$ cat src/source/cpu_pkg.sv
package cpu_pkg;

    typedef logic [7:0]  byte_t;   // Data byte or register value
    typedef logic [15:0] addr_t;   // Bus address or PC value
    typedef logic [2:0]  alu_op_t; // Opcode bits 7:5

    // Bus cycle kinds
    typedef enum logic [2:0] {
        st_opcode,        // Opcode fetch, sync high
        st_operand,       // Second instruction byte
        st_address_high,  // Third instruction byte
        st_zeropage,      // Access at 00:operand
        st_absolute,      // Access at 16-bit operand
        st_branch_low,    // PCL := PCL + offset
        st_branch_high    // PCH fix-up after a page cross
    } cpu_state_t;

    // Instruction classes from the opcode
    typedef struct packed {
        logic load;          // LDA/LDX/LDY/TAX/TAY
        logic store;         // STA/STX/STY
        logic arith;         // ORA/AND/EOR/ADC/SBC
        logic adc_sbc;
        logic one_byte;      // Implied
        logic two_cycle;     // Implied or immediate
        logic relative;      // Conditional branch
        logic zeropage;
        logic absolute;
        logic jmp_absolute;
        logic tax_tay;
        logic txa;
        logic tya;
        logic inx;
        logic iny;
        logic dex;
        logic dey;
        logic clc_sec;
        logic cli_sei;
        logic cld_sed;
        logic clv;
        logic update_a;
        logic update_x;
        logic update_y;
    } decode_t;

    // Control word for one bus cycle
    typedef struct packed {
        logic    pc_increment;
        logic    pc_branch_low;   // PCL from branch sum
        logic    pc_branch_high;  // PCH from branch carry
        logic    pc_vector;       // PC from the last two bytes read
        logic    addr_pc;
        logic    addr_zeropage;
        logic    addr_absolute;
        logic    write_enable;
        logic [1:0] store_select; // Opcode bits 1:0
        logic    db_data_in;
        logic    db_alu;
        logic    db_a;
        logic    db_x;
        logic    db_y;
        logic    db_inc_x;
        logic    db_inc_y;
        logic    db_dec_x;
        logic    db_dec_y;
        alu_op_t alu_op;
        logic    n_db;            // N from DB bit 7
        logic    z_db;            // Z from DB == 0
        logic    v_alu;
        logic    c_alu;
        logic    c_op;            // CLC/SEC
        logic    i_op;            // CLI/SEI
        logic    d_op;            // CLD/SED
        logic    v_op;            // CLV
        logic    flag_value;      // Opcode bit 5
        logic    load_a;
        logic    load_x;
        logic    load_y;
    } control_t;

    typedef struct packed {
        logic n;
        logic v;
        logic d;
        logic i;
        logic z;
        logic c;
    } flags_t;

    // Memory side
    typedef struct packed {
        addr_t address;
        byte_t data_out;
        logic  write_enable;
    } bus_t;

    typedef struct packed {
        byte_t opcode;
        addr_t pc;
        byte_t a;
        byte_t x;
        byte_t y;
        byte_t status;
    } debug_t;

    localparam addr_t reset_vector_low = 16'hfffc;
    localparam byte_t reset_opcode     = 8'h4c;  // JMP absolute through the vector

endpackage

$ cat src/source/cpu_alu.sv
module cpu_alu
(
    input  cpu_pkg::byte_t   a,
    input  cpu_pkg::byte_t   b,
    input  logic             carry_in,
    input  cpu_pkg::alu_op_t op,        // ORA,AND,EOR,ADC,-,LDA,-,SBC
    output cpu_pkg::byte_t   result,
    output logic             carry_out,
    output logic             overflow
);

    import cpu_pkg::*;

    logic       subtract;
    byte_t      addend;
    logic [8:0] sum;   // With carry

    assign subtract = op[2];                  // SBC row
    assign addend   = subtract ? ~b : b;      // A + ~B + C for subtraction
    assign sum      = {1'b0, a} + {1'b0, addend} + 9'(carry_in);

    always_comb
    begin
        case (op)
            3'd0:    result = a | b;      // ORA
            3'd1:    result = a & b;      // AND
            3'd2:    result = a ^ b;      // EOR
            3'd3:    result = sum[7:0];   // ADC
            3'd5:    result = b;          // LDA
            3'd7:    result = sum[7:0];   // SBC
            default: result = a;
        endcase
    end

    // Signed overflow when both inputs agree and the result differs
    assign overflow  = (a[7] ^ result[7]) & (addend[7] ^ result[7]);
    assign carry_out = sum[8];

endmodule

$ cat src/source/cpu_datapath.sv
module cpu_datapath
(
    input  logic              clock,
    input  logic              reset,
    input  logic              enable,
    input  cpu_pkg::byte_t    data_in,
    input  cpu_pkg::control_t control,
    input  cpu_pkg::byte_t    opcode,
    input  cpu_pkg::byte_t    alu_result,
    input  logic              alu_carry,
    input  logic              alu_overflow,
    output cpu_pkg::byte_t    alu_a,
    output cpu_pkg::byte_t    data_byte,
    output cpu_pkg::flags_t   flags,
    output logic              branch_cross,
    output cpu_pkg::bus_t     bus,
    output cpu_pkg::debug_t   debug
);

    import cpu_pkg::*;

    addr_t      pc;
    byte_t      a;
    byte_t      x;
    byte_t      y;
    byte_t      address_low;    // Operand low byte for absolute
    logic [9:0] branch_sum;     // Branch sum of the previous cycle
    byte_t      db;             // Internal data bus
    byte_t      inc_x;
    byte_t      inc_y;
    byte_t      dec_x;
    byte_t      dec_y;
    logic [9:0] branch_result;
    byte_t      branch_carry;
    addr_t      next_pc;
    addr_t      address;
    byte_t      store_data;

    assign inc_x = x + 8'd1;
    assign inc_y = y + 8'd1;
    assign dec_x = x - 8'd1;
    assign dec_y = y - 8'd1;

    assign db =
        (control.db_data_in ? data_byte  : '0) |
        (control.db_alu     ? alu_result : '0) |
        (control.db_a       ? a          : '0) |
        (control.db_x       ? x          : '0) |
        (control.db_y       ? y          : '0) |
        (control.db_inc_x   ? inc_x      : '0) |
        (control.db_inc_y   ? inc_y      : '0) |
        (control.db_dec_x   ? dec_x      : '0) |
        (control.db_dec_y   ? dec_y      : '0);

    // PCL plus signed offset, bits 9:8 give the page step
    assign branch_result = {2'b00, pc[7:0]} + {{2{data_byte[7]}}, data_byte};
    assign branch_cross  = branch_result[9:8] != 2'b00;
    assign branch_carry  = {{7{branch_sum[9]}}, branch_sum[8]};  // +1 or -1

    always_comb
    begin
        if (control.pc_branch_low)
            next_pc = {pc[15:8], branch_result[7:0]};
        else if (control.pc_branch_high)
            next_pc = {pc[15:8] + branch_carry, pc[7:0]};
        else if (control.pc_vector)
            next_pc = {data_in, data_byte};  // High byte still on the bus
        else
            next_pc = pc + addr_t'(control.pc_increment);
    end

    assign address =
        (control.addr_pc       ? pc                      : '0) |
        (control.addr_zeropage ? {8'h00, data_byte}      : '0) |
        (control.addr_absolute ? {data_byte, address_low} : '0);

    always_comb
    begin
        case (control.store_select)
            2'b00:   store_data = y;  // STY
            2'b10:   store_data = x;  // STX
            default: store_data = a;  // STA
        endcase
    end

    always_ff @(posedge clock)
    begin
        if (reset)
        begin
            pc    <= reset_vector_low;
            a     <= '0;
            x     <= '0;
            y     <= '0;
            flags <= '{i: 1'b1, default: 1'b0};  // Interrupts masked
        end
        else if (enable)
        begin
            pc <= next_pc;
            if (control.load_a) a <= db;
            if (control.load_x) x <= db;
            if (control.load_y) y <= db;

            if (control.n_db) flags.n <= db[7];
            if (control.z_db) flags.z <= db == 8'h00;
            if (control.v_alu)
                flags.v <= alu_overflow;
            else if (control.v_op)
                flags.v <= 1'b0;      // CLV only clears
            if (control.c_alu)
                flags.c <= alu_carry;
            else if (control.c_op)
                flags.c <= control.flag_value;
            if (control.i_op) flags.i <= control.flag_value;
            if (control.d_op) flags.d <= control.flag_value;  // Stored, no decimal mode
        end
    end

    always_ff @(posedge clock)
    begin
        if (enable)
        begin
            // After a write the core sees its own data
            data_byte   <= control.write_enable ? store_data : data_in;
            address_low <= data_byte;
            branch_sum  <= branch_result;
        end
    end

    assign alu_a = a;

    assign bus.address      = address;
    assign bus.data_out     = store_data;
    assign bus.write_enable = control.write_enable;

    assign debug.opcode = opcode;
    assign debug.pc     = pc;
    assign debug.a      = a;
    assign debug.x      = x;
    assign debug.y      = y;
    assign debug.status = {flags.n, flags.v, 2'b11, flags.d, flags.i, flags.z, flags.c};

endmodule

$ cat src/source/cpu_decode.sv
module cpu_decode
(
    input  cpu_pkg::byte_t   opcode,
    output cpu_pkg::decode_t decoded
);

    logic alu_column;   // Column xxx_xxx_x1
    logic load_store;   // Rows 80 and A0
    logic lda;
    logic ldx;
    logic ldy;
    logic immediate_a;
    logic immediate_xy;

    assign alu_column   = opcode ==? 8'b???_???_?1;
    assign load_store   = opcode ==? 8'b10?_???_??;
    assign lda          = opcode ==? 8'b101_???_?1;
    assign ldx          = opcode ==? 8'b101_0??_1?;  // LDX #,zp,abs and TAX
    assign ldy          = opcode ==? 8'b101_0??_00;  // Leaves out BCS and CLV
    assign immediate_a  = opcode ==? 8'b???_010_?1;
    assign immediate_xy = opcode ==? 8'b1??_000_?0;  // LDX/LDY #

    always_comb
    begin
        decoded.load         = opcode ==? 8'b101_0??_??;
        decoded.store        = opcode ==? 8'b100_???_??;
        decoded.arith        = alu_column & ~load_store;
        decoded.adc_sbc      = opcode ==? 8'b?11_???_?1;
        decoded.one_byte     = opcode ==? 8'b???_?10_?0;
        decoded.relative     = opcode ==? 8'b???_100_00;
        decoded.zeropage     = opcode ==? 8'b???_001_??;
        decoded.absolute     = opcode ==? 8'b???_011_??;  // Includes JMP
        decoded.jmp_absolute = opcode == 8'h4c;

        decoded.tax_tay = opcode ==? 8'b101_010_?0;
        decoded.txa     = opcode == 8'h8a;
        decoded.tya     = opcode == 8'h98;
        decoded.inx     = opcode == 8'he8;
        decoded.iny     = opcode == 8'hc8;
        decoded.dex     = opcode == 8'hca;
        decoded.dey     = opcode == 8'h88;

        // Flag ops, set or clear by bit 5
        decoded.clc_sec = opcode ==? 8'b00?_110_00;
        decoded.cli_sei = opcode ==? 8'b01?_110_00;
        decoded.cld_sed = opcode ==? 8'b11?_110_00;
        decoded.clv     = opcode == 8'hb8;

        decoded.two_cycle = immediate_a | immediate_xy | decoded.one_byte;

        decoded.update_a = lda | decoded.txa | decoded.tya | decoded.arith;
        decoded.update_x = ldx | decoded.inx | decoded.dex;
        decoded.update_y = ldy | decoded.iny | decoded.dey;
    end

endmodule

$ cat src/source/cpu_sequencer.sv
module cpu_sequencer
(
    input  logic              clock,
    input  logic              reset,
    input  logic              enable,
    input  cpu_pkg::byte_t    data_in,
    input  cpu_pkg::decode_t  decoded,
    input  cpu_pkg::flags_t   flags,
    input  logic              branch_cross,
    output cpu_pkg::byte_t    opcode,
    output cpu_pkg::control_t control,
    output logic              sync
);

    import cpu_pkg::*;

    cpu_state_t state;
    cpu_state_t next_state;
    logic [3:0] branch_flags;
    logic       branch_taken;

    // 00 BPL/BMI, 01 BVC/BVS, 10 BCC/BCS, 11 BNE/BEQ
    assign branch_flags = {flags.z, flags.c, flags.v, flags.n};
    assign branch_taken = branch_flags[opcode[7:6]] == opcode[5];

    always_comb
    begin
        control    = '0;
        next_state = st_opcode;

        control.alu_op       = opcode[7:5];
        control.store_select = opcode[1:0];  // 00 Y, 01 A, 10 X
        control.flag_value   = opcode[5];

        case (state)
            st_opcode:
            begin
                next_state           = st_operand;
                control.addr_pc      = 1'b1;
                control.pc_increment = 1'b1;

                // Results of the previous instruction land here
                control.db_data_in = decoded.load & ~decoded.one_byte;
                control.db_alu     = decoded.arith;
                control.db_a       = decoded.tax_tay;
                control.db_x       = decoded.txa;
                control.db_y       = decoded.tya;
                control.db_inc_x   = decoded.inx;
                control.db_inc_y   = decoded.iny;
                control.db_dec_x   = decoded.dex;
                control.db_dec_y   = decoded.dey;

                control.c_op  = decoded.clc_sec;
                control.i_op  = decoded.cli_sei;
                control.d_op  = decoded.cld_sed;
                control.v_op  = decoded.clv;
                control.v_alu = decoded.adc_sbc;
                control.c_alu = decoded.adc_sbc;

                control.n_db = decoded.update_a | decoded.update_x | decoded.update_y;
                control.z_db = control.n_db;

                control.load_a = decoded.update_a;
                control.load_x = decoded.update_x;
                control.load_y = decoded.update_y;
            end

            st_operand:
            begin
                // Opcode is now in the instruction register
                control.addr_pc      = 1'b1;
                control.pc_increment = ~decoded.one_byte;  // Implied ops reread this byte
                if (!decoded.two_cycle)
                begin
                    if (decoded.zeropage)
                        next_state = st_zeropage;
                    else if (decoded.absolute)
                        next_state = st_address_high;
                    else if (decoded.relative && branch_taken)
                        next_state = st_branch_low;
                end
            end

            st_address_high:
            begin
                control.addr_pc      = 1'b1;
                control.pc_increment = 1'b1;
                if (decoded.jmp_absolute)
                    control.pc_vector = 1'b1;  // Also the reset path
                else
                    next_state = st_absolute;
            end

            st_zeropage:
            begin
                control.addr_zeropage = 1'b1;
                control.write_enable  = decoded.store;  // STx writes in its last cycle
            end

            st_absolute:
            begin
                control.addr_absolute = 1'b1;
                control.write_enable  = decoded.store;
            end

            st_branch_low:
            begin
                control.addr_pc       = 1'b1;  // Dummy read
                control.pc_branch_low = 1'b1;
                if (branch_cross)
                    next_state = st_branch_high;
            end

            st_branch_high:
            begin
                control.addr_pc        = 1'b1;
                control.pc_branch_high = 1'b1;
            end

            default:
            begin
                next_state = st_opcode;
            end
        endcase
    end

    always_ff @(posedge clock)
    begin
        if (reset)
        begin
            state  <= st_operand;    // Pretend JMP, read the vector
            opcode <= reset_opcode;
        end
        else if (enable)
        begin
            state <= next_state;
            if (state == st_opcode)
                opcode <= data_in;   // Instruction register
        end
    end

    assign sync = state == st_opcode;

endmodule

$ cat src/source/cpu_top.sv
module cpu_top
(
    input  logic            clock,
    input  logic            reset,
    input  logic            enable,
    input  cpu_pkg::byte_t  data_in,
    output cpu_pkg::bus_t   bus,
    output logic            sync,
    output cpu_pkg::debug_t debug
);

    import cpu_pkg::*;

    byte_t    opcode;        // Instruction register
    control_t control;
    decode_t  decoded;
    flags_t   flags;
    logic     branch_cross;
    byte_t    alu_a;
    byte_t    data_byte;     // Registered data_in
    byte_t    alu_result;
    logic     alu_carry;
    logic     alu_overflow;

    cpu_sequencer i_sequencer
    (
        .clock        (clock),
        .reset        (reset),
        .enable       (enable),
        .data_in      (data_in),
        .decoded      (decoded),
        .flags        (flags),
        .branch_cross (branch_cross),
        .opcode       (opcode),
        .control      (control),
        .sync         (sync)
    );

    cpu_decode i_decode
    (
        .opcode  (opcode),
        .decoded (decoded)
    );

    cpu_alu i_alu
    (
        .a         (alu_a),
        .b         (data_byte),
        .carry_in  (flags.c),
        .op        (control.alu_op),
        .result    (alu_result),
        .carry_out (alu_carry),
        .overflow  (alu_overflow)
    );

    cpu_datapath i_datapath
    (
        .clock        (clock),
        .reset        (reset),
        .enable       (enable),
        .data_in      (data_in),
        .control      (control),
        .opcode       (opcode),
        .alu_result   (alu_result),
        .alu_carry    (alu_carry),
        .alu_overflow (alu_overflow),
        .alu_a        (alu_a),
        .data_byte    (data_byte),
        .flags        (flags),
        .branch_cross (branch_cross),
        .bus          (bus),
        .debug        (debug)
    );

endmodule

$ cat config.mk
export PLATFORM = sky130hd
export DESIGN_NAME = cpu_top
export DESIGN_NICKNAME = d
export VERILOG_FILES = /design/src/source/cpu_pkg.sv /design/src/source/cpu_alu.sv /design/src/source/cpu_datapath.sv /design/src/source/cpu_decode.sv /design/src/source/cpu_sequencer.sv /design/src/source/cpu_top.sv
export SDC_FILE = /design/constraint.sdc
export NUM_CORES = 1
export LEC_CHECK = 0
export BUFFER_PORTS_ARGS = -buffer_cell sky130_fd_sc_hd__buf_2
export CAP_MARGIN = 5
export CELL_PAD_IN_SITES_DETAIL_PLACEMENT = 1
export CELL_PAD_IN_SITES_GLOBAL_PLACEMENT = 2
export CORE_MARGIN = 4
export CORE_UTILIZATION = 35
export DETAILED_ROUTE_END_ITERATION = 10
export PLACE_DENSITY_LB_ADDON = 0.1
export SYNTH_ARGS = -nofsm -noshare
export SYNTH_HDL_FRONTEND = slang
export SYNTH_SLANG_ARGS = --single-unit
export TNS_END_PERCENT = 30
$ cat constraint.sdc
create_clock -name clock -period 4.8 [get_ports clock]
set_input_delay 0.72 -clock clock [delete_from_list [all_inputs] [get_ports clock]]
set_output_delay 0.72 -clock clock [all_outputs]
set_load 0.05 [all_outputs]
# After elaboration in Yosys (flattened, before gate mapping)
# Index checks and enable logic that the tools add are counted.
# totals
reg_bits	83
latchBits	0
ramBits	0
romBits	0
out_inout_bits	82
memories	0
# classes
addsub	9
mul	0
n_div	0
order_cmp	1
eq_ne	39
shifts	0
muxes	44
n_bitwise	33
n_reduce_logical	24
# op_table
operator	n
$mux 8	14
$or 8x8->8	9
$mux 16	4
$eq 8x8->1 const B	7
$pmux 8 s5	1
$or 16x16->16	2
$eq 3x3->1 const B	8
$reduce_and 2->1	12
$mux 3	7
$add 16x1->16	1
$add 8x1->8 const B	2
$pmux 8 s2	1
$sub 8x1->8 const B	2
$eq 3x2->1 const B	5
$eq 5x5->1 const B	3
$eq 7x7->1 const B	2
$mux 1	13
$pmux 3 s4	1
$or 1x1->1	11
$add 9x8->10	1
$add 8x8->9	1
$add 9x1->9	1
$eq 3x1->1 const B	3
$mux 9	1
26 further kinds	38

# Logic depth before layout (Yosys ltp)
# Gate-level depths: netlist of run 1.
# logic_depth
word_depth	15
depth_mapped	16

# By module
# From an unflattened synthesis of run 1, not the netlist that was laid out.
# unflattened
hier_cells	940
area_unflattened_um2	7394.6
# by_module_without_submodules
module	instances	cells_per_inst	area_per_inst_um2	seq_area_each_um2
cpu_datapath	1	625	5137.4	1461.4
cpu_alu	1	159	1121.1	0.0
cpu_sequencer	1	106	792.0	220.2
cpu_decode	1	50	344.1	0.0

# Worst setup path before layout of run 1
# No wires, ideal clock.
# synth_path
kind	reg2reg
startpoint	register i_sequencer.opcode[7]
endpoint	register i_datapath.debug[1] (netlist name)
arrival_ns	4.014
setup_slack_ns	0.717
stages_incl_launch_ff	17
synth_period_minus_slack_ns	4.083
path_cell_list	dfxtp_1 -> buf_2 -> buf_2 -> buf_1 -> buf_1 -> xnor2_1 -> fa_1 -> inv_1 -> fa_1 -> and2_1 -> o21ai_0 -> a31oi_1 -> nor4_4 -> nand2_1 -> nor4_1 -> nand4_1 -> o21ai_1
# synth_between
elab_chain_cells	14
elab_cells_between_ends	56
# synth_rtl
element	line_no	text
start, declared	cpu_sequencer.sv:10	output cpu_pkg::byte_t opcode,
start signal, assigned	cpu_sequencer.sv:132	opcode <= reset_opcode;
start signal, assigned	cpu_sequencer.sv:138	opcode <= data_in;
$mux 8 / $eq 2x2->1 (equally long branches)	cpu_alu.sv:19, cpu_decode.sv:16	
$add 8x8->9 / $not 1->1 (equally long branches)	cpu_alu.sv:20, cpu_decode.sv:27	
$add 9x1->9 / $and 1x1->1 (equally long branches)	cpu_alu.sv:20, cpu_decode.sv:27	
$pmux 8 s5 / $mux 9 (equally long branches)	cpu_alu.sv:24, cpu_sequencer.sv:35	
$mux 8	cpu_datapath.sv:46	(control.db_alu ? alu_result : '0) |
$or 8x8->8	cpu_datapath.sv:45	(control.db_data_in ? data_byte : '0) |
$or 8x8->8	cpu_datapath.sv:46	
$or 8x8->8	cpu_datapath.sv:47	(control.db_a ? a : '0) |
$or 8x8->8	cpu_datapath.sv:48	(control.db_x ? x : '0) |
$or 8x8->8	cpu_datapath.sv:49	(control.db_y ? y : '0) |
$or 8x8->8	cpu_datapath.sv:50	(control.db_inc_x ? inc_x : '0) |
$or 8x8->8	cpu_datapath.sv:51	(control.db_inc_y ? inc_y : '0) |
$or 8x8->8	cpu_datapath.sv:52	(control.db_dec_x ? dec_x : '0) |
$logic_not 8->1	cpu_datapath.sv:104	if (control.z_db) flags.z <= db == 8'h00;
# Several ways; a longest one is shown, not always the timed one.
# A chain may end at the register's enable or synchronous reset.

==> results.json, run 1 <==
{
  "critPathKind": "flop to output pin",
  "layout_setup_ws_ns": 1.29,
  "crit_required_ns": 4.08,
  "finalHoldViolCount": 0,
  "rsz0062_at_grt": "no",
  "start_util_pct": 35.8,
  "cpMostUsedCell": "inv_1",
  "max-cap-violations": 0,
  "fill_cells": 2464,
  "ctsHtreeMaxLevel": 3,
  "antenna_found_initial": 0,
  "clock_latency_ns": 0.36,
  "maxSlewViolCount": 0,
  "dp_slack_ns": 1.48,
  "avgSynthCellArea_um2": 7.84,
  "area_delta_synth_final_pct": 13.7,
  "first_pass_iters": 5,
  "synthArstFlopShare_pct": 0,
  "vias": 7234,
  "clockRootBuffer": "clkbuf_16",
  "hpwl_um": 21800,
  "skew_ns": 0.00748,
  "wl_um": 29300,
  "ys_seq_area_share_pct": 23.9,
  "final_common_cell": "nor2_1",
  "max_slew_margin_pct": 43.6,
  "period_needed_ns": 3.51,
  "dp_cells": 1209,
  "fin_crit_sh_pct": 73.2,
  "grt_use_total_pct": 26.3,
  "powerDensity_mw_per_mm2": 269,
  "setup_viol_count_final": 0,
  "grt_pass1_wl_um": 45400,
  "max_freq_mhz": 285,
  "reg2reg_depth": 12,
  "viasPerCell": 5.91,
  "multi_input_area_mm2": 0.00488,
  "whs_path_depth": 2,
  "tightest_slew_ns": 0.844,
  "drt_iter0_drc": 480,
  "tritoncts": "yes",
  "postCtsHoldBufs": 0,
  "register_area_mm2": 0.00168,
  "synth-seq-cells": 75,
  "diodes": 0,
  "clk_path_buf_depth": 2,
  "post_cts_buffers": 0,
  "grt_max_degree": 45,
  "drive_gt1_share_pct": 16.7,
  "final_cell_mix": "nor2_1, buf_2, nand2_1, dfxtp_1, a21oi_1",
  "status": "finished clean",
  "die_x_um": 150,
  "cts_num_sinks": 75,
  "yosysWarnings": 0,
  "layout.nets": 1015,
  "slowest_delay_ns": 0.61,
  "globalplace.congestion": 0.944,
  "wl_per_cell_um": 23.9,
  "hold-worst-slack_ns": 0.509,
  "critical_path.top_delay_family": "simple AND/OR/NAND/NOR gates",
  "cp_max_fo": 15,
  "synth_area_mm2": 0.00704,
  "p_leak_nw": 3.14,
  "drc": 0,
  "final_cell_count_no_fill": 1225,
  "num_rows": 51,
  "critPathBufInv": 3,
  "totalPowerFinal_mw": 2.15,
  "die_y_um": 150,
  "ios": 93,
  "end_kind": "output pin",
  "portBuffers": 90,
  "antenna_left": 0,
  "grt_pass1_vias": 7402,
  "synth_cells": 898,
  "arrival_ns": 2.79,
  "gr-total-overflow": 0,
  "core_mm2": 0.0197,
  "numCtsBuffers": 9,
  "vdd_drop_max_v": 0.000185,
  "critPathLaunchType": "flop",
  "holdCritPathClass": "flop to flop",
  "dominantRegCellSynth": "dfxtp_1",
  "synth_cell_types": 91,
  "cts_resized": 0,
  "synth-edff-count": 18,
  "slowest_stage": "dfxtp_1",
  "clkSlewWorstSetupHoldPaths_ns": 0.07,
  "dieArea_mm2": 0.0225,
  "fin_setup_tns_ns": 0,
  "path_depth": 6,
  "cp_cell_sequence": "inv_1, nor2_1, mux2_2, nand2_1, inv_1, buf_2"
}
==> synthesized netlist by cell type, drive strengths merged (7+ instances only) <==
cell	number	area, um2
a211oi	35	273
a21o	8	60.1
a21oi	56	292
a221oi	10	87.6
a22oi	12	90.1
and3	7	43.8
buf	34	214
clkbuf	31	116
dfxtp	57	1140
edfxtp	18	541
ha	45	563
inv	40	150
mux2	10	113
mux2i	28	280
nand2	80	303
nand2b	11	68.8
nand3	37	190
nand4	9	62.6
nor2	107	404
nor2b	10	62.6
nor3	23	120
nor4	9	77.6
o211ai	12	90.1
o21ai	48	240
o22ai	10	62.6
xnor2	25	219
xor2	23	201
==> tightest hold or removal path, delay by kind of cell, from the launching register on <==
kind,cells,cell delay [ns]
and+or+nand+nor,1,0.09
DFF,1,0.31
AOI/OAI and AO/OA,1,0.07
==> cell families (layout without fill, tap and decap cells) <==
| group | count (synthesis) | after routing | share of synthesized area (%) |
|---|---|---|---|
| compound gates | 244 | 244 | 23.8 |
| mux | 39 | 39 | 5.90 |
| fa+ha+maj | 49 | 49 | 9.13 |
| other cells | 1 | 2 | 0.0533 |
| flops | 75 | 75 | 23.9 |
| simple gates | 335 | 335 | 24.3 |
| buf+inv | 107 | 168 | 6.93 |
| xor+xnor | 48 | 48 | 5.97 |
==> worst paths after layout <==
path	from	endpoint	slack (ns)
worst max-delay path	i_sequencer.state[1]$_SDFFE_PP0P_	bus[0]	1.29
worst min-delay path	i_datapath.debug[2]$_SDFFE_PP1P_	i_datapath.debug[2]$_SDFFE_PP1P_	0.51
worst max register to register	i_datapath.data_byte[0]$_DFFE_PP_	i_datapath.debug[1]$_SDFFE_PP0P_	1.42
worst min register to register	i_datapath.debug[2]$_SDFFE_PP1P_	i_datapath.debug[2]$_SDFFE_PP1P_	0.51
==> per-stage QoR <==
step	utilization (%)	instance area (um2)
5_1_grt	40.7	8010
4_1_cts	40.7	8010
3_5_place_dp	38.9	7650
3_3_place_gp	38.9	7650
2_1_floorplan	-	7050
6_report	40.7	8010
==> registers in the layout, indices dropped and copies added, names as in the netlist <==
register / count
i_datapath.pc: 16
i_datapath.address_low: 8
i_datapath.alu_a: 8
i_datapath.data_byte: 8
i_datapath.x: 8
i_datapath.y: 8
i_sequencer.opcode: 8
i_datapath.debug: 6
i_sequencer.state: 3
i_datapath.branch_sum: 2
==> report_power, final <==
group | internal [mW] | switching [mW]
clock network | 0.523 | 0.324
logic | 0.184 | 0.384
registers | 0.672 | 0.0635
==> area by class of cell <==
| class | count | area share, % |
|---|---|---|
| clock inverter | 4 | 0.969 |
| multi-input combinational | 717 | 60.9 |
| clock buffer | 12 | 3.49 |
| timing repair buffer | 110 | 7.50 |
| tap | 265 | 4.14 |
| inverter | 42 | 1.97 |
| sequential | 75 | 21.0 |
==> per-layer routing <==
layer / vias to the layer above / wire length [um] / global-route usage [%]
li1: 3402 / - / -
met1: 3623 / 12900 / 33.8
met2: 176 / 14700 / 45.8
met3: 33 / 987 / 2.67
met4: 0 / 710 / 8.69
met5: - / 0 / 0
(Power assumes the default switching activity.)
==> inputs of run 2 (changes only) <==
- CORE_UTILIZATION: 35 -> 31
- clock period: 4.8 -> 3.06 ns (I/O delays scaled with it)
==> results.json, run 2 (synthesis results as in run 1) <==
{
  "drt_iter0_drc": 408,
  "die_y_um": 159,
  "setup_viol_count_final": 0,
  "area_delta_synth_final_pct": 19.8,
  "dp_cells": 1273,
  "tightest_slew_ns": 0.662,
  "reg2reg_depth": 7,
  "reg2reg_slack_ns": 0.16,
  "cpMostUsedCell": "a211oi_1",
  "dieArea_mm2": 0.0252,
  "grt_pass1_wl_um": 47100,
  "max_flop_register": "i_datapath.pc",
  "crit_start": "i_sequencer.state[2]$_SDFFE_PP0P_",
  "fin_setup_tns_ns": 0,
  "maxSlewViolCount": 0,
  "endpoint": "i_datapath.alu_a[0]$_SDFFE_PP0P_",
  "cts_num_sinks": 75,
  "start_util_pct": 31.9,
  "slowest_delay_ns": 0.55,
  "clock_latency_ns": 0.37,
  "die_x_um": 159,
  "cts_resized": 0,
  "period_needed_ns": 2.90,
  "drive_gt1_share_pct": 21.6,
  "holdCritPathClass": "input pin to flop",
  "rr_startpoint": "i_sequencer.state[2]$_SDFFE_PP0P_",
  "p_leak_nw": 3.38,
  "max_freq_mhz": 345,
  "tritoncts": "yes",
  "cp_max_fo": 17,
  "viasPerCell": 5.72,
  "hold-worst-slack_ns": 0.358,
  "layout_setup_ws_ns": 0.162,
  "post_cts_buffers": 0,
  "totalPowerFinal_mw": 3.36,
  "core_mm2": 0.0221,
  "wl_um": 30900,
  "hp-start": "data_in[3]",
  "fill_cells": 2691,
  "final_cell_mix": "nor2_1, buf_2, nand2_1, buf_4, dfxtp_1",
  "vias": 7368,
  "final_core_util_pct": 38.2,
  "clkSlewWorstSetupHoldPaths_ns": 0.08,
  "diodes": 0,
  "ios": 93,
  "grt_max_degree": 44,
  "powerDensity_mw_per_mm2": 398,
  "largest_register_ff_count": 16,
  "max-cap-violations": 0,
  "postCtsHoldBufs": 0,
  "dp_slack_ns": 0.129,
  "portBuffers": 90,
  "fin_crit_sh_pct": 94.7,
  "r2r_end": "i_datapath.alu_a[0]$_SDFFE_PP0P_",
  "clk_path_buf_depth": 2,
  "max_slew_margin_pct": 55.8,
  "critPathLaunchType": "flop",
  "drc": 0,
  "hpwl_um": 23200,
  "antenna_found_initial": 0,
  "end_kind": "flop",
  "finalHoldViolCount": 0,
  "placed_area_mm2": 0.00808,
  "vdd_drop_max_v": 0.000187,
  "first_pass_iters": 5,
  "ctsHtreeMaxLevel": 3,
  "final_cell_count_no_fill": 1289,
  "final_common_cell": "nor2_1",
  "arrival_ns": 3.13,
  "grt_pass1_vias": 7435,
  "gr-total-overflow": 0,
  "clockRootBuffer": "clkbuf_16",
  "status": "finished clean",
  "antenna_left": 0,
  "rsz0062_at_grt": "yes",
  "critPathKind": "flop to flop",
  "fin_area_mm2": 0.00844,
  "skew_ns": 0.0117,
  "cp_cell_sequence": "or3_4, inv_2, nand3_1, a311oi_1, a211oi_1, buf_4, a211oi_1",
  "crit_required_ns": 3.29,
  "layout.nets": 1064,
  "num_rows": 54,
  "globalplace.congestion": 0.901,
  "grt_use_total_pct": 23.9,
  "numCtsBuffers": 9,
  "slowest_stage": "a311oi_1",
  "wl_per_cell_um": 24.0
}
-- run 2: cell count changes in the layout (fill, tap and decap cells not counted), sizes merged --
cell | previous run | this run
buf | 110 | 159
clkbuf | 12 | 10
inv | 41 | 43
-- run 2: final cells by class --
cell class                 count  area, um2  area share (%)
clock inverter                 6       95.1            1.13
inverter                      42        158            1.87
multi-input combinational    717       4920            58.4
tap                          280        350            4.15
timing repair buffer         159        997            11.8
clock buffer                  10        229            2.71
sequential                    75       1690            20.0
-- run 2: how the worst min path moves through the flow --
| stage | endpoint | cells past startpoint |
|---|---|---|
| floorplan | i_datapath.debug[0]$_SDFFE_PP0P_ | 2 |
| global placement | i_datapath.debug[3]$_SDFFE_PP0P_ | 2 |
| detailed placement | i_datapath.debug[3]$_SDFFE_PP0P_ | 2 |
| CTS | i_sequencer.opcode[3]$_SDFFE_PP1P_ | 3 |
| global route | i_sequencer.opcode[5]$_SDFFE_PP0P_ | 3 |
| finish | i_sequencer.opcode[3]$_SDFFE_PP1P_ | 3 |
-- run 2: critical path: cells and delay by family (launching register included) --
| family | cells | cell delay, ns |
|---|---|---|
| compound gates | 3 | 1.06 |
| buf+inv | 2 | 0.52 |
| simple gates | 2 | 0.77 |
| flops | 1 | 0.41 |
-- run 2: per-layer routing --
metal | GRT usage [%] | share of wire (%) | vias to the layer above
li1 | - | - | 3508
met1 | 31.5 | 45 | 3660
met2 | 41.0 | 49 | 163
met3 | 3.14 | 3.6 | 37
met4 | 6.82 | 2.4 | 0
met5 | 0 | 0 | -
-- run 2: power by group --
group,internal (mW),switching [mW],total [mW],leakage (nW)
clock network,0.727,0.533,1.26,0.158
registers,1.05,0.0559,1.11,0.640
logic,0.326,0.662,0.988,2.59
==> inputs of run 3 (changes only) <==
- GPL_TIMING_DRIVEN: default -> 1
- clock period: 3.06 -> 2.65 ns (I/O delays scaled with it)
==> results.json, run 3 (synthesis results as in run 1) <==
{
  "ios": 93,
  "die_x_um": 159,
  "fill_cells": 2712,
  "critPathLaunchType": "flop",
  "holdCritPathClass": "input pin to flop",
  "grt_pass1_wl_um": 47700,
  "tightest_slew_ns": 0.604,
  "hpwl_um": 24400,
  "final_cell_mix": "buf_4, nor2_1, buf_2, nand2_1, dfxtp_1",
  "hold-worst-slack_ns": 0.304,
  "power.share.sequential_pct": 33.0,
  "globalplace.congestion": 0.923,
  "switching_share_pct": 37.0,
  "vdd_drop_max_v": 0.000255,
  "max_flop_register": "i_datapath.pc",
  "powerDensity_mw_per_mm2": 420,
  "p_comb_share_pct": 32.8,
  "whs_path_depth": 3,
  "wl_per_cell_um": 23.0,
  "die_y_um": 159,
  "reg2reg_depth": 11,
  "grt_pass1_vias": 7725,
  "vias": 7656,
  "ctsHtreeMaxLevel": 3,
  "fin_setup_tns_ns": -0.773,
  "layout.nets": 1136,
  "grt_max_degree": 44,
  "antenna_left": 0,
  "finalHoldViolCount": 0,
  "clockRootBuffer": "clkbuf_16",
  "dieArea_mm2": 0.0252,
  "maxSlewViolCount": 0,
  "internal-power_mw": 2.43,
  "portBuffers": 90,
  "layout_setup_ws_ns": -0.204,
  "crit_required_ns": 2.93,
  "viasPerCell": 5.63,
  "numCtsBuffers": 9,
  "core_mm2": 0.0221,
  "endpoint": "i_datapath.debug[6]$_SDFFE_PP0P_",
  "grt_use_total_pct": 24.1,
  "crit_start": "i_datapath.data_byte[0]$_DFFE_PP_",
  "clock_latency_ns": 0.36,
  "violations": "setup timing",
  "period_needed_ns": 2.85,
  "first_pass_iters": 5,
  "clkSlewWorstSetupHoldPaths_ns": 0.07,
  "drt_iter0_drc": 566,
  "rsz0062_at_grt": "yes",
  "r2r_end": "i_datapath.debug[6]$_SDFFE_PP0P_",
  "pwr-share-clk_pct": 34.2,
  "arrival_ns": 3.14,
  "antenna_found_initial": 0,
  "max_slew_margin_pct": 59.7,
  "wl_um": 31300,
  "area_delta_synth_final_pct": 30.1,
  "max-cap-violations": 0,
  "postCtsHoldBufs": 0,
  "reg2reg_slack_ns": -0.20,
  "drive_gt1_share_pct": 29.0,
  "p_switching_mw": 1.43,
  "start_util_pct": 31.9,
  "rr_startpoint": "i_datapath.data_byte[0]$_DFFE_PP_",
  "tritoncts": "yes",
  "setup_viol_count_final": 9,
  "skew_ns": 0.0142,
  "clk_path_buf_depth": 2,
  "max_freq_mhz": 350,
  "num_rows": 54,
  "p_leak_nw": 3.78,
  "drc": 0,
  "critPathKind": "flop to flop",
  "status": "finished with violations",
  "diodes": 0,
  "gr-total-overflow": 0,
  "cts_num_sinks": 75,
  "fin_crit_sh_pct": 108,
  "end_kind": "flop",
  "largest_register_ff_count": 16,
  "final_common_cell": "buf_4",
  "cp_max_fo": 2
}
==> run 3: worst min-delay path by stage <==
stage,startpoint,to,slack (ns)
floorplan,i_datapath.debug[0]$_SDFFE_PP0P_,i_datapath.debug[0]$_SDFFE_PP0P_,0.50
global placement,i_datapath.debug[3]$_SDFFE_PP0P_,i_datapath.debug[3]$_SDFFE_PP0P_,0.49
detailed placement,i_datapath.debug[6]$_SDFFE_PP0P_,i_datapath.debug[6]$_SDFFE_PP0P_,0.49
CTS,data_in[4],i_sequencer.opcode[4]$_SDFFE_PP0P_,0.30
global route,data_in[5],i_sequencer.opcode[5]$_SDFFE_PP0P_,0.33
finish,data_in[3],i_sequencer.opcode[3]$_SDFFE_PP1P_,0.30
==> run 3: power groups by stage <==
stage / Clock, mW / Combinational (mW) / Sequential, mW
after floorplan: 0 / 0.741 / 1.37
after global placement: 0 / 1.22 / 1.30
after detailed placement: 0 / 1.23 / 1.30
after CTS: 1.34 / 1.25 / 1.27
after global routing: 1.38 / 1.37 / 1.28
final: 1.32 / 1.26 / 1.27
==> run 3: repair_timing <==
action                                 in CTS  in global routing
setup buffers                               2                  1
setup endpoints to repair                  22                 28
pin swaps                                  20                  7
endpoints found under the hold margin       0                  0
resized for setup                          23                 20
==> run 3: area by class of cell <==
type	count	area (um2)	share of cell area (%)
timing repair buffer	231	1580	17.2
tap	280	350	3.82
clock buffer	11	243	2.65
inverter	42	158	1.72
sequential	75	1690	18.4
multi-input combinational	717	5100	55.6
clock inverter	5	53.8	0.587
==> run 3: critical path, stage by stage, from the launching register on <==
cell       delay, ns
edfxtp_1        0.48
xnor2_4         0.17
fa_2            0.37
buf_6           0.13
nor2b_4         0.13
o31ai_4         0.08
a2111oi_4       0.36
or3_1           0.18
a41oi_2         0.10
or4b_1          0.49
a21o_1          0.19
a21oi_1         0.10
==> run 3: per-layer routing <==
metal / share of wire, % / vias up / global-route usage, %
met5: 0 / - / 0
met4: 2.6 / 0 / 6.43
met3: 3.6 / 45 / 3.19
met2: 49 / 195 / 42.3
li1: - / 3634 / -
met1: 45 / 3782 / 31.4
==> run 3: through the flow <==
stage	worst slack [ns]	area, um2	total power, mW	instances	util [%]
after detailed placement	-0.401	8650	2.52	1342	39.2
after global placement	-0.234	8650	2.52	1342	39.2
final	-0.204	9160	3.85	1361	41.5
after CTS	-0.251	9070	3.87	1360	41.1
after floorplan	-0.460	7130	2.11	899	-
after global routing	-0.348	9160	4.03	1361	41.5
